**config.mk**
```make
export PLATFORM = sky130hd
export DESIGN_NAME = except_retire_scan
export DESIGN_NICKNAME = d
export VERILOG_FILES = /design/src/design/except_pkg.sv /design/src/design/except_retire_scan.sv
export SDC_FILE = /design/constraint.sdc
export NUM_CORES = 1
export LEC_CHECK = 0
export BUFFER_PORTS_ARGS = -buffer_cell sky130_fd_sc_hd__clkbuf_2
export CORE_MARGIN = 4
export CORE_UTILIZATION = 43
export CTS_BUF_LIST = sky130_fd_sc_hd__clkbuf_4 sky130_fd_sc_hd__clkbuf_8
export CTS_CLUSTER_DIAMETER = 60
export DETAILED_ROUTE_END_ITERATION = 8
export PLACE_DENSITY = 0.87
export SYNTH_ARGS = -nofsm -noshare
export SYNTH_HDL_FRONTEND = slang
export SYNTH_SLANG_ARGS = --single-unit
```
**constraint.sdc**
```tcl
create_clock -name clk -period 6.75 [get_ports clk]
set_input_delay 1.35 -clock clk [delete_from_list [all_inputs] [get_ports clk]]
set_output_delay 1.35 -clock clk [all_outputs]
set_load 0.02 [all_outputs]
```
**src/design/except_pkg.sv**
```systemverilog
/*
  Exception record store shared definitions.
  Record, tag, write-back, init and retire result layouts.
*/
package except_pkg;

  localparam int bundle_w = 6;   // Bundle slot number
  localparam int lane_w   = 4;   // Lane number within a bundle
  localparam int n_lanes  = 10;  // Instructions per bundle
  localparam int code_w   = 5;   // Exception cause

  // Per-instruction exception state
  typedef struct packed {
    logic              done;
    logic              excpt;
    logic [code_w-1:0] code;
  } except_rec_t;

  // Instruction tag with the slot in the upper bits and the lane below it
  typedef struct packed {
    logic [bundle_w-1:0] bundle;
    logic [lane_w-1:0]   lane;
  } except_tag_t;

  // All lane records of one bundle, lane 0 in the lowest field
  typedef except_rec_t [n_lanes-1:0] except_lanes_t;

  // One write-back port from an execution unit
  typedef struct packed {
    logic        wen;
    except_tag_t tag;
    except_rec_t rec;
  } except_wb_t;

  // Allocation writes a starting record for every lane of the slot
  typedef struct packed {
    logic                wen;
    logic [bundle_w-1:0] bundle;
    except_lanes_t       recs;
  } except_init_t;

  // Retirement decision for one bundle
  typedef struct packed {
    logic [bundle_w-1:0] bundle;
    logic                all_done;
    logic                excpt;
    logic [lane_w-1:0]   lane;   // Lowest lane with an exception
    logic [code_w-1:0]   code;
  } retire_res_t;

endpackage

```
**src/design/except_retire_scan.sv**
```systemverilog
/*
  Retire scanner. Checks that every lane of the read bundle is done
  and finds the lowest lane that raised an exception.
*/
`timescale 1ns/1ps

module except_retire_scan
  import except_pkg::*;
(
  input  logic                clk,
  input  logic                rst,

  input  logic                read_step,
  input  except_lanes_t       rd_recs,
  input  logic [bundle_w-1:0] rd_bundle,

  output logic                ret_valid,
  output retire_res_t         ret
);

  logic               pending;  // Table holds a freshly stepped bundle
  logic [n_lanes-1:0] done_vec;
  logic [n_lanes-1:0] excpt_vec;
  logic               first_hit;
  logic [lane_w-1:0]  first_lane;
  logic [code_w-1:0]  first_code;
  retire_res_t        scan;

  always_comb begin
    for (int i = 0; i < n_lanes; i++) begin
      done_vec[i]  = rd_recs[i].done;
      excpt_vec[i] = rd_recs[i].excpt;
    end
  end

  // Priority search from lane 0 upward
  always_comb begin
    first_hit  = 1'b0;
    first_lane = '0;
    first_code = '0;
    for (int i = 0; i < n_lanes; i++) begin
      if (excpt_vec[i] && !first_hit) begin
        first_hit  = 1'b1;
        first_lane = lane_w'(i);
        first_code = rd_recs[i].code;
      end
    end
  end

  always_comb begin
    scan.bundle   = rd_bundle;
    scan.all_done = &done_vec;
    scan.excpt    = first_hit;
    scan.lane     = first_lane;
    scan.code     = first_code;
  end

  always_ff @(posedge clk) begin
    if (rst) begin
      pending   <= 1'b0;
      ret_valid <= 1'b0;
    end else begin
      pending   <= read_step;
      ret_valid <= pending;
    end
  end

  // Capture the scan one edge after the step
  always_ff @(posedge clk) begin
    if (pending) begin
      ret <= scan;
    end
  end

endmodule

```
## Yosys cells after proc, flatten, opt, wreduce, memory -nomap -nowiden

Cells that the tools add are included.
Widths: inputs -> output; s select.

- Bits in registers: 19
- Bits in latches: 0
- Memory bits (writable): 0
- Memory bits (read-only): 0
- Memories kept: 0

- $add $sub $neg: 0
- Multiply operators: 0
- Div/mod/pow operators: 0
- $lt $le $gt $ge: 0
- Eq/ne operators: 0
- Shifts and indexed selects: 0
- Muxes and demuxes: 27
- Bitwise gates (word level): 0
- Reductions and logical operators: 20

Operator list:

| operator | count |
|---|---|
| $mux 5 | 10 |
| $mux 4 | 6 |
| $mux 1 | 11 |
| $reduce_and 10->1 | 1 |
| $logic_and 1x1->1 | 9 |
| $logic_not 1->1 | 9 |
| $reduce_or 2->1 | 1 |

## Logic depth before layout (Yosys ltp)

- Depth after elaboration: 28
- Gate-level depth with buffers: 6

## Worst setup path after synthesis

Ideal clock, no wire load.

- Path kind: in2reg
- Start point: input port rd_recs[19] (netlist bit)
- End point: register ret[2] (netlist bit) (data pin)
- Arrival time: 2.880 ns
- Data required time: 6.482 ns
- Path slack: 3.602 ns
- Stages: 6
- Path through: buf_6 > or4_1 > buf_2 > or3_4 > a2111oi_4 > o22ai_1

- Cells in the longest elaborated chain, start to end: 23

Ends and longest elaborated chain:

| element | RTL line | source |
|---|---|---|
| start, declared | except_retire_scan.sv:14 | `input except_lanes_t rd_recs,` |
| $logic_and 1x1->1 (*) | except_retire_scan.sv:42 | `if (excpt_vec[i] && !first_hit) begin` |
| $mux 1 | except_retire_scan.sv:42 |  |
| $logic_not 1->1 | except_retire_scan.sv:42 |  |
| $logic_and 1x1->1 | except_retire_scan.sv:42 |  |
| $mux 1 | except_retire_scan.sv:42 |  |
| $logic_not 1->1 | except_retire_scan.sv:42 |  |
| $logic_and 1x1->1 | except_retire_scan.sv:42 |  |
| $mux 1 | except_retire_scan.sv:42 |  |
| [... 8 more ...] | - |  |
| $mux 1 | except_retire_scan.sv:42 |  |
| $logic_not 1->1 | except_retire_scan.sv:42 |  |
| $logic_and 1x1->1 | except_retire_scan.sv:42 |  |
| $mux 1 | except_retire_scan.sv:42 |  |
| $logic_not 1->1 | except_retire_scan.sv:42 |  |
| $logic_and 1x1->1 | except_retire_scan.sv:42 |  |
| $mux 5 (*) | except_retire_scan.sv:42 |  |
| net first_code[2] | except_retire_scan.sv:26 | `logic [code_w-1:0] first_code;` |
| end signal, assigned | except_retire_scan.sv:71 | `ret <= scan;` |
| end, declared | except_retire_scan.sv:18 | `output retire_res_t ret` |

Mark *: on every way through the listed nets, which the timed path passes. The rest lies on a longest branch.
A chain may end at the register's enable or synchronous reset.

## Worst setup path in the final report

- Start point: input port rd_recs[19] (netlist bit)
- End point: register ret[1] (netlist bit) (data pin)

The elaborated chain is that of the path after synthesis.

==> results.json <==
{
  "start_util_pct": 46.44,
  "hold_buffers": 0,
  "wl_per_cell_um": 14.35,
  "clk_latency_ps": 280,
  "path_clk_slew_ps": 100,
  "endpoint_kind": "register",
  "outcome": "finished, final reports clean",
  "path_class": "primary input to register",
  "core_um2": 2567,
  "die-area_um2": 3680,
  "cp-start-kind": "primary input",
  "die_width_um": 60.66,
  "final_net_count": 301,
  "drc": 0,
  "final-setup-viol-count": 0,
  "hold_class": "register to register",
  "diodes": 0,
  "netlist_top_cells_area": "edfxtp_1 43%, nand2_1 6.0%, nor2b_1 4.2%",
  "cpPeakStageDelay_ps": 650,
  "p_per_area_nw_per_um2": 150.3,
  "fin_skew_ps": 1.761,
  "drv_cap": 0,
  "crit_fanout": 9,
  "firstDrtPassIters": 4,
  "grt_pass1_vias": 1339,
  "final-hold-violation-count": 0,
  "synth.ff_latch_count": 19,
  "numCtsBuffers": 3,
  "syn_area_um2": 1192,
  "stdcell_area_um2": 1717,
  "worst_slew_pin_slew_ps": 724.2,
  "multi_input_area_um2": 599.3,
  "hpwl_um": 3161,
  "required_ps": 6780,
  "fin_util_pct": 66.86,
  "grt_pass1_wl_um": 5637,
  "cts-resized-gates": 0,
  "postCtsSetupBuffers": 0,
  "fmax_mhz": 335.5,
  "drt_wl_total_um": 3602,
  "area_growth_pct": 43.97,
  "vias": 1400,
  "async_reset_ff_share_pct": 0,
  "synth_cells": 125,
  "tns_ps": 0,
  "slowest_stage": "or4_1",
  "placed_cell_area_um2": 1687,
  "area.sequential_um2": 550.5,
  "fillers": 215,
  "synthSimpleGateAreaFrac_pct": 26.34,
  "syn_nets": 204,
  "grt_overflow": 0,
  "slew_headroom_pct": 51.66,
  "synth_edf_count": 17,
  "yosysTopAreaCell": "edfxtp_1",
  "min_period_ps": 2981,
  "portBuffers": 96,
  "clk_path_buf_depth": 2,
  "yosysSeqAreaShare_pct": 46.17,
  "grt_max_degree": 19,
  "arrival_ps": 3010,
  "gp_congestion": 0.9052,
  "rsz0062_at_grt": "no",
  "worstPathCellList": "clkbuf_2 -> or4_1 -> or3_4 -> nor3_1 -> a32oi_1",
  "cts_tree": "done",
  "synth-xor-area-share_pct": 0,
  "rows": 18,
  "power_mw": 0.2580,
  "synthAdderAreaFrac_pct": 0,
  "slew_viol_final": 0,
  "ioPinCount": 97,
  "antenna_left": 0,
  "drt_iter0_drc": 41,
  "cts_root_buffer": "clkbuf_4",
  "leakage_nw": 0.7900,
  "htreeDepth": 1,
  "syn_area_per_cell_um2": 9.539,
  "synth.top_cell.area_share_pct": 42.81,
  "ys_warn_count": 0,
  "drive_gt1_share_pct": 46.61,
  "die_y_um": 60.66,
  "viasPerCell": 5.578,
  "grt_use_total_pct": 20.12,
  "ir_worst_vdd_mv": 0.1015,
  "fin_crit_sh_pct": 44.16,
  "ys_dominant_reg_cell": "edfxtp_1",
  "synthMuxAreaShare_pct": 0.8395,
  "synth_top_family_by_area": "simple AND/OR/NAND/NOR gates",
  "yosysUniqueCellTypes": 36,
  "antenna_found_initial": 0,
  "cts_num_sinks": 19,
  "synth_compound_area_share_pct": 23.08
}
[cell usage after synthesis, types with 3 or more instances]
| cell | n |
|---|---|
| nand2_1 | 19 |
| nor3_1 | 7 |
| nand3_1 | 7 |
| a32oi_1 | 3 |
| inv_1 | 5 |
| o2111ai_1 | 3 |
| o22ai_1 | 4 |
| nand2b_1 | 6 |
| a22oi_1 | 5 |
| edfxtp_1 | 17 |
| o31ai_1 | 4 |
| nor2b_1 | 8 |
| nor2_1 | 7 |
[routing by layer]
metal	wire length, µm	up-vias	track usage (%)
li1	-	680	-
met3	530	8	5.106
met4	57	0	7.430
met5	0	-	0
met1	1379	608	25.50
met2	1636	104	33.13
[power by group]
part           switching, mW  internal [mW]  total (mW)
logic                 0.0328         0.0304      0.0633
clock network         0.0311         0.0270      0.0581
registers            0.00290          0.134       0.137
total                 0.0668          0.191       0.258
[critical path: cells and delay by family]
family          cells  cell delay, ps
simple gates        3            1390
buf+inv             1             140
compound gates      1             120
[through the flow]
step / hold WS, ps / setup slack (ps) / cells
6_report: 819.3 / 3769 / 251
5_1_grt: 865.6 / 3628 / 251
4_1_cts: 839.3 / 3806 / 251
3_5_place_dp: 816.4 / 3484 / 247
3_3_place_gp: 791.9 / 3512 / 247
2_1_floorplan: 705.5 / 3602 / 125
[placed cells by master, fill, tap and decap left out, drive strengths merged, types with 2 or more instances in the layout]
cell       n
nor2       7
a221oi     2
edfxtp    17
a32oi      3
a22oi      5
nand3b     2
nand2     19
o22ai      4
inv        5
a2111oi    2
o2111ai    3
o31ai      4
clkbuf   100
nor2b      8
nand3      7
nor3       7
nand4      2
o21ai      2
dfxtp      2
a21oi      2
nand2b     6
o221ai     2
[final cells by class]
type	count	share of cell area [%]
multi-input cells	97	34.91
repair buffers	96	27.99
inverters	5	1.093
flip-flops and latches	19	32.07
clock buffers	4	1.749
well taps	30	2.187
[registers in the layout, indices dropped and copies added (netlist names)]
register,cells
pending,1
ret_valid,1
ret,17
[logic make-up (layout without fill, tap and decap cells)]
| kind of cell | after synthesis | after routing |
|---|---|---|
| mux | 1 | 1 |
| compound gates | 34 | 34 |
| flops | 19 | 19 |
| simple gates | 62 | 62 |
| buf+inv | 9 | 105 |
[path summary, 6_finish.rpt]
kind                    start  endpoint  slack (ps)  cells past startpoint
setup / recovery  rd_recs[19]    ret[1]        3770                      5
hold / removal        pending   ret[14]         820                      0
setup reg to reg      pending   ret[11]        5590                      0
hold reg to reg       pending   ret[14]         820                      0
(Power assumes the default switching activity.)
